`config.mk`:
```
export PLATFORM = sky130hd
export DESIGN_NAME = debug_monitor_top
export DESIGN_NICKNAME = d
export VERILOG_FILES = /design/src/logic/debug_monitor_pkg.sv /design/src/logic/cause_tracker.sv /design/src/logic/debug_monitor_top.sv /design/src/logic/dpc_predictor.sv /design/src/logic/entry_detector.sv /design/src/logic/retire_decoder.sv /design/src/logic/wb_status_regs.sv
export SDC_FILE = /design/constraint.sdc
export NUM_CORES = 1
export LEC_CHECK = 0
export ABC_CLOCK_PERIOD_IN_PS = 3300
export BUFFER_PORTS_ARGS = -buffer_cell sky130_fd_sc_hd__buf_2
export CORE_ASPECT_RATIO = 1.75
export CORE_UTILIZATION = 55
export DETAILED_ROUTE_END_ITERATION = 8
export PLACE_DENSITY = 0.79
export REMOVE_ABC_BUFFERS = 1
export SLEW_MARGIN = 40
export SYNTH_ARGS = -nofsm -noshare
export SYNTH_HDL_FRONTEND = slang
export SYNTH_SLANG_ARGS = --single-unit
```
`constraint.sdc`:
```
create_clock -name cov_assert_if -period 3.3 [get_ports cov_assert_if]
set_input_delay 0.33 -clock cov_assert_if [delete_from_list [all_inputs] [get_ports cov_assert_if]]
set_output_delay 0.33 -clock cov_assert_if [all_outputs]
set_load 0.05 [all_outputs]
```
`src/logic/debug_monitor_pkg.sv`:
```
// Opcodes, widths, register map and the cause and instruction-class enums
package debug_monitor_pkg;

  // --------------------------------------------------
  // Architectural widths
  // --------------------------------------------------
  localparam int XLEN          = 32;
  localparam int PC_ALIGN_BITS = 2;
  localparam int ENTRY_CNT_W   = 8;

  // Instruction encodings seen at writeback
  localparam logic [XLEN-1:0] EBREAK_OPCODE  = 32'h0010_0073;
  localparam logic [XLEN-1:0] CEBREAK_OPCODE = 32'h0000_9002;
  localparam logic [XLEN-1:0] WFI_OPCODE     = 32'h1050_0073;
  localparam logic [XLEN-1:0] DRET_OPCODE    = 32'h7b20_0073;

  // --------------------------------------------------
  // Register map, word addresses
  // --------------------------------------------------
  localparam logic [2:0] REG_CTRL      = 3'd0;
  localparam logic [2:0] REG_TRIG_ADDR = 3'd1;
  localparam logic [2:0] REG_STATUS    = 3'd2;
  localparam logic [2:0] REG_DPC       = 3'd3;
  localparam logic [2:0] REG_EBREAK_PC = 3'd4;

  // Control bits
  localparam int CTRL_TRIG_EN_POS = 0;
  localparam int CTRL_EBREAKM_POS = 1;
  localparam int CTRL_STEP_POS    = 2;

  // Status layout: cause in [2:0], entry count from this bit up
  localparam int STATUS_CNT_LSB = 8;

  typedef enum logic [2:0] {
    INSTR_OTHER,
    INSTR_EBREAK,
    INSTR_CEBREAK,
    INSTR_WFI,
    INSTR_DRET
  } instr_class_e;

  // Same encoding as dcsr.cause
  typedef enum logic [2:0] {
    CAUSE_NONE    = 3'd0,
    CAUSE_EBREAK  = 3'd1,
    CAUSE_TRIGGER = 3'd2,
    CAUSE_HALTREQ = 3'd3,
    CAUSE_STEP    = 3'd4
  } dbg_cause_e;

endpackage

```
`src/logic/cause_tracker.sv`:
```
// Prioritized tracker of the expected debug entry cause
module cause_tracker (
  input  logic                                cov_assert_if,
  input  logic                                arst_n_i,
  input  logic                                debug_mode_i,
  input  logic                                debug_req_i,
  input  logic                                retire_i,
  input  debug_monitor_pkg::instr_class_e     instr_class_i,
  input  logic                                trig_hit_i,
  input  logic                                ebreakm_i,
  input  logic                                step_i,
  output debug_monitor_pkg::dbg_cause_e       cause_o
);

  import debug_monitor_pkg::*;

  dbg_cause_e cause_q;
  dbg_cause_e cause_d;
  logic       is_ebreak;
  logic       step_allowed;

  // Both ebreak forms behave the same for entry
  assign is_ebreak = retire_i &&
                     ((instr_class_i == INSTR_EBREAK) || (instr_class_i == INSTR_CEBREAK));

  // Step may not override a stronger pending cause
  assign step_allowed = (cause_q == CAUSE_NONE) || (cause_q == CAUSE_STEP);

  // --------------------------------------------------
  // Fixed priority: trigger, ebreak, haltreq, step
  // --------------------------------------------------
  always_comb begin
    cause_d = cause_q;
    if (trig_hit_i) begin
      cause_d = CAUSE_TRIGGER;
    end else if (ebreakm_i && is_ebreak) begin
      cause_d = CAUSE_EBREAK;
    end else if (debug_req_i) begin
      cause_d = CAUSE_HALTREQ;
    end else if (step_i && step_allowed) begin
      cause_d = CAUSE_STEP;
    end else if (retire_i) begin
      // Nothing pending survives a plain retirement
      cause_d = CAUSE_NONE;
    end
  end

  // Frozen while the core is in debug mode
  always_ff @(posedge cov_assert_if or negedge arst_n_i) begin
    if (!arst_n_i) begin
      cause_q <= CAUSE_NONE;
    end else if (!debug_mode_i) begin
      cause_q <= cause_d;
    end
  end

  assign cause_o = cause_q;

endmodule

```
`src/logic/debug_monitor_top.sv`:
```
// Debug-entry monitor top level with core and Wishbone ports
module debug_monitor_top (
  input  logic                                cov_assert_if,
  input  logic                                arst_n_i,
  // Core retirement side
  input  logic                                wb_valid_i,
  input  logic                                wb_err_i,
  input  logic [debug_monitor_pkg::XLEN-1:0]  wb_instr_i,
  input  logic [debug_monitor_pkg::XLEN-1:0]  wb_pc_i,
  input  logic [debug_monitor_pkg::XLEN-1:0]  wb_next_pc_i,
  input  logic                                id_valid_i,
  input  logic                                debug_req_i,
  input  logic                                debug_mode_i,
  // Host side
  input  logic                                wbs_cyc_i,
  input  logic                                wbs_stb_i,
  input  logic                                wbs_we_i,
  input  logic [2:0]                          wbs_adr_i,
  input  logic [debug_monitor_pkg::XLEN-1:0]  wbs_dat_i,
  output logic [debug_monitor_pkg::XLEN-1:0]  wbs_dat_o,
  output logic                                wbs_ack_o
);

  import debug_monitor_pkg::*;

  logic            retire;
  instr_class_e    instr_class;
  logic            trig_hit;
  dbg_cause_e      cause;
  logic            first_debug;
  logic            decoded_in_debug;
  logic [XLEN-1:0] dpc;
  logic [XLEN-1:0] ebreak_pc;
  logic            trig_en;
  logic            ebreakm;
  logic            step;
  logic [XLEN-1:0] trig_addr;

  // --------------------------------------------------
  // Retirement decode
  // --------------------------------------------------
  retire_decoder i_retire_decoder (
    .wb_valid_i    (wb_valid_i),
    .wb_err_i      (wb_err_i),
    .wb_instr_i    (wb_instr_i),
    .wb_pc_i       (wb_pc_i),
    .trig_addr_i   (trig_addr),
    .trig_en_i     (trig_en),
    .retire_o      (retire),
    .instr_class_o (instr_class),
    .trig_hit_o    (trig_hit)
  );

  cause_tracker i_cause_tracker (
    .cov_assert_if (cov_assert_if),
    .arst_n_i      (arst_n_i),
    .debug_mode_i  (debug_mode_i),
    .debug_req_i   (debug_req_i),
    .retire_i      (retire),
    .instr_class_i (instr_class),
    .trig_hit_i    (trig_hit),
    .ebreakm_i     (ebreakm),
    .step_i        (step),
    .cause_o       (cause)
  );

  dpc_predictor i_dpc_predictor (
    .cov_assert_if      (cov_assert_if),
    .arst_n_i           (arst_n_i),
    .debug_mode_i       (debug_mode_i),
    .decoded_in_debug_i (decoded_in_debug),
    .retire_i           (retire),
    .instr_class_i      (instr_class),
    .cause_i            (cause),
    .wb_pc_i            (wb_pc_i),
    .wb_next_pc_i       (wb_next_pc_i),
    .dpc_o              (dpc),
    .ebreak_pc_o        (ebreak_pc)
  );

  entry_detector i_entry_detector (
    .cov_assert_if      (cov_assert_if),
    .arst_n_i           (arst_n_i),
    .debug_mode_i       (debug_mode_i),
    .id_valid_i         (id_valid_i),
    .retire_i           (retire),
    .first_debug_o      (first_debug),
    .decoded_in_debug_o (decoded_in_debug)
  );

  // --------------------------------------------------
  // Host register block
  // --------------------------------------------------
  wb_status_regs i_wb_status_regs (
    .cov_assert_if (cov_assert_if),
    .arst_n_i      (arst_n_i),
    .wbs_cyc_i     (wbs_cyc_i),
    .wbs_stb_i     (wbs_stb_i),
    .wbs_we_i      (wbs_we_i),
    .wbs_adr_i     (wbs_adr_i),
    .wbs_dat_i     (wbs_dat_i),
    .first_debug_i (first_debug),
    .cause_i       (cause),
    .dpc_i         (dpc),
    .ebreak_pc_i   (ebreak_pc),
    .wbs_dat_o     (wbs_dat_o),
    .wbs_ack_o     (wbs_ack_o),
    .trig_en_o     (trig_en),
    .ebreakm_o     (ebreakm),
    .step_o        (step),
    .trig_addr_o   (trig_addr)
  );

endmodule

```
`src/logic/dpc_predictor.sv`:
```
// Expected dpc prediction and ebreak pc capture
module dpc_predictor (
  input  logic                                cov_assert_if,
  input  logic                                arst_n_i,
  input  logic                                debug_mode_i,
  input  logic                                decoded_in_debug_i,
  input  logic                                retire_i,
  input  debug_monitor_pkg::instr_class_e     instr_class_i,
  input  debug_monitor_pkg::dbg_cause_e       cause_i,
  input  logic [debug_monitor_pkg::XLEN-1:0]  wb_pc_i,
  input  logic [debug_monitor_pkg::XLEN-1:0]  wb_next_pc_i,
  output logic [debug_monitor_pkg::XLEN-1:0]  dpc_o,
  output logic [debug_monitor_pkg::XLEN-1:0]  ebreak_pc_o
);

  import debug_monitor_pkg::*;

  logic [XLEN-1:0] last_pc_q;
  logic [XLEN-1:0] last_next_pc_q;
  logic [XLEN-1:0] ebreak_pc_q;
  logic            hold;
  logic            is_ebreak;
  logic            use_retire_pc;

  // Debug code already running, keep the entry prediction
  assign hold = debug_mode_i && decoded_in_debug_i;

  assign is_ebreak = retire_i &&
                     ((instr_class_i == INSTR_EBREAK) || (instr_class_i == INSTR_CEBREAK));

  // --------------------------------------------------
  // Last retirement, sampled one edge after it
  // --------------------------------------------------
  always_ff @(posedge cov_assert_if or negedge arst_n_i) begin
    if (!arst_n_i) begin
      last_pc_q      <= '0;
      last_next_pc_q <= '0;
    end else if (retire_i && !hold) begin
      last_pc_q      <= wb_pc_i;
      last_next_pc_q <= wb_next_pc_i;
    end
  end

  // Every ebreak is recorded, also inside debug mode
  always_ff @(posedge cov_assert_if or negedge arst_n_i) begin
    if (!arst_n_i) begin
      ebreak_pc_q <= '0;
    end else if (is_ebreak) begin
      ebreak_pc_q <= wb_pc_i;
    end
  end

  // Cause is updated on the same edge as the sampled pcs,
  // so the pair selects a consistent dpc
  assign use_retire_pc = (cause_i == CAUSE_TRIGGER) || (cause_i == CAUSE_EBREAK);

  // Trigger and ebreak do not execute, so dpc points at them
  assign dpc_o       = use_retire_pc ? last_pc_q : last_next_pc_q;
  assign ebreak_pc_o = ebreak_pc_q;

endmodule

```
`src/logic/entry_detector.sv`:
```
// Detector of the first retirement in debug mode
module entry_detector (
  input  logic cov_assert_if,
  input  logic arst_n_i,
  input  logic debug_mode_i,
  input  logic id_valid_i,
  input  logic retire_i,
  output logic first_debug_o,
  output logic decoded_in_debug_o
);

  import debug_monitor_pkg::*;

  logic decoded_q;
  logic retired_q;

  // --------------------------------------------------
  // Debug-mode progress flags
  // --------------------------------------------------
  always_ff @(posedge cov_assert_if or negedge arst_n_i) begin
    if (!arst_n_i) begin
      decoded_q <= 1'b0;
      retired_q <= 1'b0;
    end else if (debug_mode_i) begin
      if (id_valid_i) begin
        decoded_q <= 1'b1;
      end
      if (retire_i) begin
        retired_q <= 1'b1;
      end
    end else begin
      // Leaving debug mode rearms detection
      decoded_q <= 1'b0;
      retired_q <= 1'b0;
    end
  end

  // Retirements left over from before entry are not debug code
  assign first_debug_o      = debug_mode_i && retire_i && !retired_q && decoded_q;
  assign decoded_in_debug_o = decoded_q;

endmodule

```
`src/logic/retire_decoder.sv`:
```
// Retirement classifier and trigger address comparator
module retire_decoder (
  input  logic                                wb_valid_i,
  input  logic                                wb_err_i,
  input  logic [debug_monitor_pkg::XLEN-1:0]  wb_instr_i,
  input  logic [debug_monitor_pkg::XLEN-1:0]  wb_pc_i,
  input  logic [debug_monitor_pkg::XLEN-1:0]  trig_addr_i,
  input  logic                                trig_en_i,
  output logic                                retire_o,
  output debug_monitor_pkg::instr_class_e     instr_class_o,
  output logic                                trig_hit_o
);

  import debug_monitor_pkg::*;

  logic [XLEN-1:0] trig_addr_aligned;
  logic            pc_match;

  // Only error-free retirements count
  assign retire_o = wb_valid_i && !wb_err_i;

  // --------------------------------------------------
  // Instruction class
  // --------------------------------------------------
  always_comb begin
    if (wb_instr_i == EBREAK_OPCODE) begin
      instr_class_o = INSTR_EBREAK;
    end else if (wb_instr_i == CEBREAK_OPCODE) begin
      instr_class_o = INSTR_CEBREAK;
    end else if (wb_instr_i == WFI_OPCODE) begin
      instr_class_o = INSTR_WFI;
    end else if (wb_instr_i == DRET_OPCODE) begin
      instr_class_o = INSTR_DRET;
    end else begin
      instr_class_o = INSTR_OTHER;
    end
  end

  // --------------------------------------------------
  // Trigger match
  // --------------------------------------------------
  assign trig_addr_aligned = {trig_addr_i[XLEN-1:PC_ALIGN_BITS], {PC_ALIGN_BITS{1'b0}}};
  assign pc_match          = (wb_pc_i == trig_addr_aligned);

  // Address match alone is not enough, trigger must be enabled
  assign trig_hit_o = retire_o && trig_en_i && pc_match;

endmodule

```
`src/logic/wb_status_regs.sv`:
```
// Wishbone classic slave with control, trigger and entry status registers
module wb_status_regs (
  input  logic                                cov_assert_if,
  input  logic                                arst_n_i,
  input  logic                                wbs_cyc_i,
  input  logic                                wbs_stb_i,
  input  logic                                wbs_we_i,
  input  logic [2:0]                          wbs_adr_i,
  input  logic [debug_monitor_pkg::XLEN-1:0]  wbs_dat_i,
  input  logic                                first_debug_i,
  input  debug_monitor_pkg::dbg_cause_e       cause_i,
  input  logic [debug_monitor_pkg::XLEN-1:0]  dpc_i,
  input  logic [debug_monitor_pkg::XLEN-1:0]  ebreak_pc_i,
  output logic [debug_monitor_pkg::XLEN-1:0]  wbs_dat_o,
  output logic                                wbs_ack_o,
  output logic                                trig_en_o,
  output logic                                ebreakm_o,
  output logic                                step_o,
  output logic [debug_monitor_pkg::XLEN-1:0]  trig_addr_o
);

  import debug_monitor_pkg::*;

  logic                   bus_req;
  logic                   ack_q;
  logic [XLEN-1:0]        rd_data;
  logic [XLEN-1:0]        dat_q;
  logic                   trig_en_q;
  logic                   ebreakm_q;
  logic                   step_q;
  logic [XLEN-1:0]        trig_addr_q;
  dbg_cause_e             entered_cause_q;
  logic [XLEN-1:0]        entered_dpc_q;
  logic [ENTRY_CNT_W-1:0] entry_cnt_q;

  // One-cycle ack, never stalls
  assign bus_req = wbs_cyc_i && wbs_stb_i && !ack_q;

  // --------------------------------------------------
  // Read mux
  // --------------------------------------------------
  always_comb begin
    rd_data = '0;
    case (wbs_adr_i)
      REG_CTRL: begin
        rd_data[CTRL_TRIG_EN_POS] = trig_en_q;
        rd_data[CTRL_EBREAKM_POS] = ebreakm_q;
        rd_data[CTRL_STEP_POS]    = step_q;
      end
      REG_TRIG_ADDR: rd_data = trig_addr_q;
      REG_STATUS: begin
        rd_data[2:0]                          = entered_cause_q;
        rd_data[STATUS_CNT_LSB +: ENTRY_CNT_W] = entry_cnt_q;
      end
      REG_DPC:       rd_data = entered_dpc_q;
      REG_EBREAK_PC: rd_data = ebreak_pc_i;
      default:       rd_data = '0;
    endcase
  end

  // --------------------------------------------------
  // Bus handshake and host-written registers
  // --------------------------------------------------
  always_ff @(posedge cov_assert_if or negedge arst_n_i) begin
    if (!arst_n_i) begin
      ack_q       <= 1'b0;
      dat_q       <= '0;
      trig_en_q   <= 1'b0;
      ebreakm_q   <= 1'b0;
      step_q      <= 1'b0;
      trig_addr_q <= '0;
    end else begin
      ack_q <= bus_req;
      if (bus_req) begin
        dat_q <= rd_data;
      end
      if (bus_req && wbs_we_i) begin
        case (wbs_adr_i)
          REG_CTRL: begin
            trig_en_q <= wbs_dat_i[CTRL_TRIG_EN_POS];
            ebreakm_q <= wbs_dat_i[CTRL_EBREAKM_POS];
            step_q    <= wbs_dat_i[CTRL_STEP_POS];
          end
          // Trigger compares word addresses only
          REG_TRIG_ADDR: trig_addr_q <= {wbs_dat_i[XLEN-1:PC_ALIGN_BITS], {PC_ALIGN_BITS{1'b0}}};
          default: ;
        endcase
      end
    end
  end

  // Entry results, latched on the first debug retirement
  always_ff @(posedge cov_assert_if or negedge arst_n_i) begin
    if (!arst_n_i) begin
      entered_cause_q <= CAUSE_NONE;
      entered_dpc_q   <= '0;
      entry_cnt_q     <= '0;
    end else if (first_debug_i) begin
      entered_cause_q <= cause_i;
      entered_dpc_q   <= dpc_i;
      entry_cnt_q     <= entry_cnt_q + 1'b1;
    end
  end

  assign wbs_ack_o   = ack_q;
  assign wbs_dat_o   = dat_q;
  assign trig_en_o   = trig_en_q;
  assign ebreakm_o   = ebreakm_q;
  assign step_o      = step_q;
  assign trig_addr_o = trig_addr_q;

endmodule
```
==> run metrics <==
PortBufs 173; asr flop ratio synth 1.00; DR WL/cell 19.1 um; fin cells 1156; Critical Path Slowest Stage Cell nor4_1; Worst slew margin 0.435; hold depth 2; crit path kind register to register; maximum VDD drop 0.430 mV; core region area 16400 um2; Iteration-0 DRC Markers 219; Root Driver clkbuf_16; maxcap violations 0; total gr overflow 0; vias post-DR 6567; # setup viols final 0; vias in the first global route 6856; final total power 6.44 mW; Netlist cell types 51; post-synthesis register bit count 210; final core occ 0.670; Vias/cell 5.68; GR Util All Layers 0.264; Final period util 0.700; cell class contributing the biggest share of worst-path delay simple AND/OR/NAND/NOR gates; r2r startpoint i_wb_status_regs.trig_addr_o[28]$_DFFE_PN0P_; Clock Pin Slew Worst Setup and Hold Paths 0.06 ns; hold-critical path endpoint i_dpc_predictor.last_next_pc_q[16]$_DFFE_PN0P_; Startpoint Class register; Die Height 174 um; setup TNS 0 ns; Setup WS pre-CTS 0.925 ns; Tmin final 2.31 ns; most frequent CP cell nor4_1; Die W 100 um; Synth top area share 0.565; Placement Rows 62; Crit Reg-Reg Endpoint i_cause_tracker.cause_o[2]$_DFFE_PN0P_; dpl cells 1121; CTS Buf Count 19; Critical Path RT 3.65 ns; RSZ-0062 raised after global routing false; Fmax achieved 0.433 GHz; I/O pin total 174; Synth warnings 0; DP HPWL 15.2 mm; Syn Area/Cell 12.4 um2; critical path arrival 2.66 ns; top cells by area, synth dfrtp_1 (56%), mux2_2 (16%), mux2i_1 (4.3%), a21oi_1 (2.9%), a22oi_1 (2.7%); Critical Path Stages 5; leading area contributor after synthesis dfrtp_1; CTS tree done; total iterations of the first detailed-routing run 4; first-pass GRT wire length 35.4 mm; Crit. End Element register; final hold violation count 0; Worst Setup Slack, final 0.990 ns; WL final 22.1 mm; die area 17500 um2; path depth of the worst reg2reg path 5; Slew @ Worst Pin 0.844 ns; register area share after synthesis 0.565; Primary FF master, synth dfrtp_1; outcome finished clean; initial antenna violation count 1; max incr delay on CP 0.63 ns; share of layout cells above drive strength 1 0.392; Lkg Pwr 5.20 nW; H-tree Lvls 1; Clock Skews 0.0160 ns; largest net degree at the start of global routing 81; R2R Setup Slk 0.99 ns; Critical Path, Cell by Cell xor2_1, nor4_1, nand4_1, nor4_1, o31ai_1; most frequent cells in the layout dfrtp_1 (210), buf_2 (172), mux2_2 (133); # Post-CTS Setup Buffers 0; GP Congestion 0.811; P&R area growth vs syn 18.5%; Buf/Inv on CP 0; antenna viol nets, final 0; Cells after Synth 750; critical path peak fanout 3; leading cell type in the layout, fill and taps excluded dfrtp_1; nets 1061; clk_lat worst skew 0.49 ns; hold path start wb_next_pc_i[16]; Max Slew Vio Count 0; clock sink count 210; Post-Syn Area 9310 um2; DR DRC count 0; Tightest Hold Check Type input port to register; Power Dens Cells 584 nW/um2; starting density of the core 0.566; Post-synth EDFFs 0; Clock Path Buffers 3
[synth_stat cells (2+ instances only)]
library cell	n
nand2b_1	4
dfrtp_1	210
nor3_1	3
a21oi_1	54
o22ai_1	8
mux2i_1	40
xor2_1	24
a22o_1	8
buf_2	12
nor4_1	9
o221ai_1	2
o21a_1	4
clkbuf_1	24
nand2_1	33
o21ai_0	22
buf_1	4
and3_1	2
xnor2_1	15
a22oi_1	33
nand3_1	5
mux2_2	133
nor2b_1	4
nand4_1	6
nor2_1	61
mux2_1	2
buf_6	3
[sequential cells by signal (all words and copies together), names as in the netlist]
name,flops
i_dpc_predictor.ebreak_pc_o,32
i_dpc_predictor.last_next_pc_q,32
i_dpc_predictor.last_pc_q,32
i_wb_status_regs.entered_dpc_q,32
i_wb_status_regs.wbs_dat_o,32
i_wb_status_regs.trig_addr_o,30
i_wb_status_regs.entry_cnt_q,8
i_cause_tracker.cause_o,3
i_wb_status_regs.entered_cause_q,3
i_entry_detector.decoded_in_debug_o,1
i_entry_detector.retired_q,1
i_wb_status_regs.ebreakm_o,1
i_wb_status_regs.step_o,1
i_wb_status_regs.trig_en_o,1
i_wb_status_regs.wbs_ack_o,1
[routing by layer]
layer / up-vias / wire length (um) / track usage / part of all wire
li1: 3031 / - / - / -
met1: 3302 / 8550 / 0.322 / 0.39
met2: 193 / 11900 / 0.477 / 0.54
met3: 41 / 948 / 0.0306 / 0.043
met4: 0 / 633 / 0.0924 / 0.029
met5: - / 0 / 0 / 0
[power breakdown]
part           total [mW]  switching (mW)  internal, mW  leakage, nW
Clock                2.02           0.909          1.12        0.277
Sequential           3.25           0.277          2.98         2.65
Combinational        1.16           0.606         0.552         2.28
[cells by family (layout without fill, tap and decap cells)]
kind of cell	Yosys count	after routing	share of synthesized area
AO/OA/AOI/OAI	140	140	0.0959
XOR/XNOR	39	39	0.0367
adder cells (fa/ha/maj)	1	1	0.00134
buffers and inverters	44	225	0.0218
flip-flops	210	210	0.565
multiplexers	175	175	0.206
other	0	1	0
AND/OR/NAND/NOR	141	141	0.0731
[metrics by stage]
| step | hold WS, ns | area [um2] |
|---|---|---|
| after floorplan | 0.0344 | 9110 |
| after global placement | 0.364 | 10500 |
| after detailed placement | 0.370 | 10500 |
| after CTS | 0.0563 | 11000 |
| after global routing | 0.0575 | 11000 |
| final | 0.0691 | 11000 |
[final cells by class]
type | instances | area, um2
inverters | 1 | 3.75
diodes | 1 | 2.50
repair buffers | 191 | 1050
flip-flops and latches | 210 | 5260
fillers | 1305 | 5420
clock inverters | 5 | 28.8
clock buffers | 28 | 529
multi-input cells | 496 | 3870
well taps | 224 | 280
[worst register-to-register path: cells and delay by family (launching register included)]
kind	cells	cell delay [ns]
compound gates	1	0.14
simple gates	3	1.46
flops	1	0.41
xor+xnor	1	0.18
[worst max path at each step]
stage / slack, ns / from / end
after global placement: 0.98 / wb_pc_i[28] / i_cause_tracker.cause_o[2]$_DFFE_PN0P_
after CTS: 0.97 / i_wb_status_regs.trig_addr_o[28]$_DFFE_PN0P_ / i_cause_tracker.cause_o[2]$_DFFE_PN0P_
after global routing: 0.85 / i_wb_status_regs.trig_addr_o[22]$_DFFE_PN0P_ / i_cause_tracker.cause_o[2]$_DFFE_PN0P_
after detailed placement: 0.93 / wb_pc_i[28] / i_cause_tracker.cause_o[2]$_DFFE_PN0P_
after floorplan: -0.11 / wb_err_i / i_wb_status_regs.entry_cnt_q[5]$_DFFE_PN0P_
final: 0.99 / i_wb_status_regs.trig_addr_o[28]$_DFFE_PN0P_ / i_cause_tracker.cause_o[2]$_DFFE_PN0P_
[what timing repair did]
item | 4_1_cts | 5_1_grt
setup endpoints to repair | 0 | 0
endpoints found under the hold margin | 64 | 0
gates resized for setup | 0 | 0
hold buffers | 1 | 0
(Power assumes the default switching activity.)
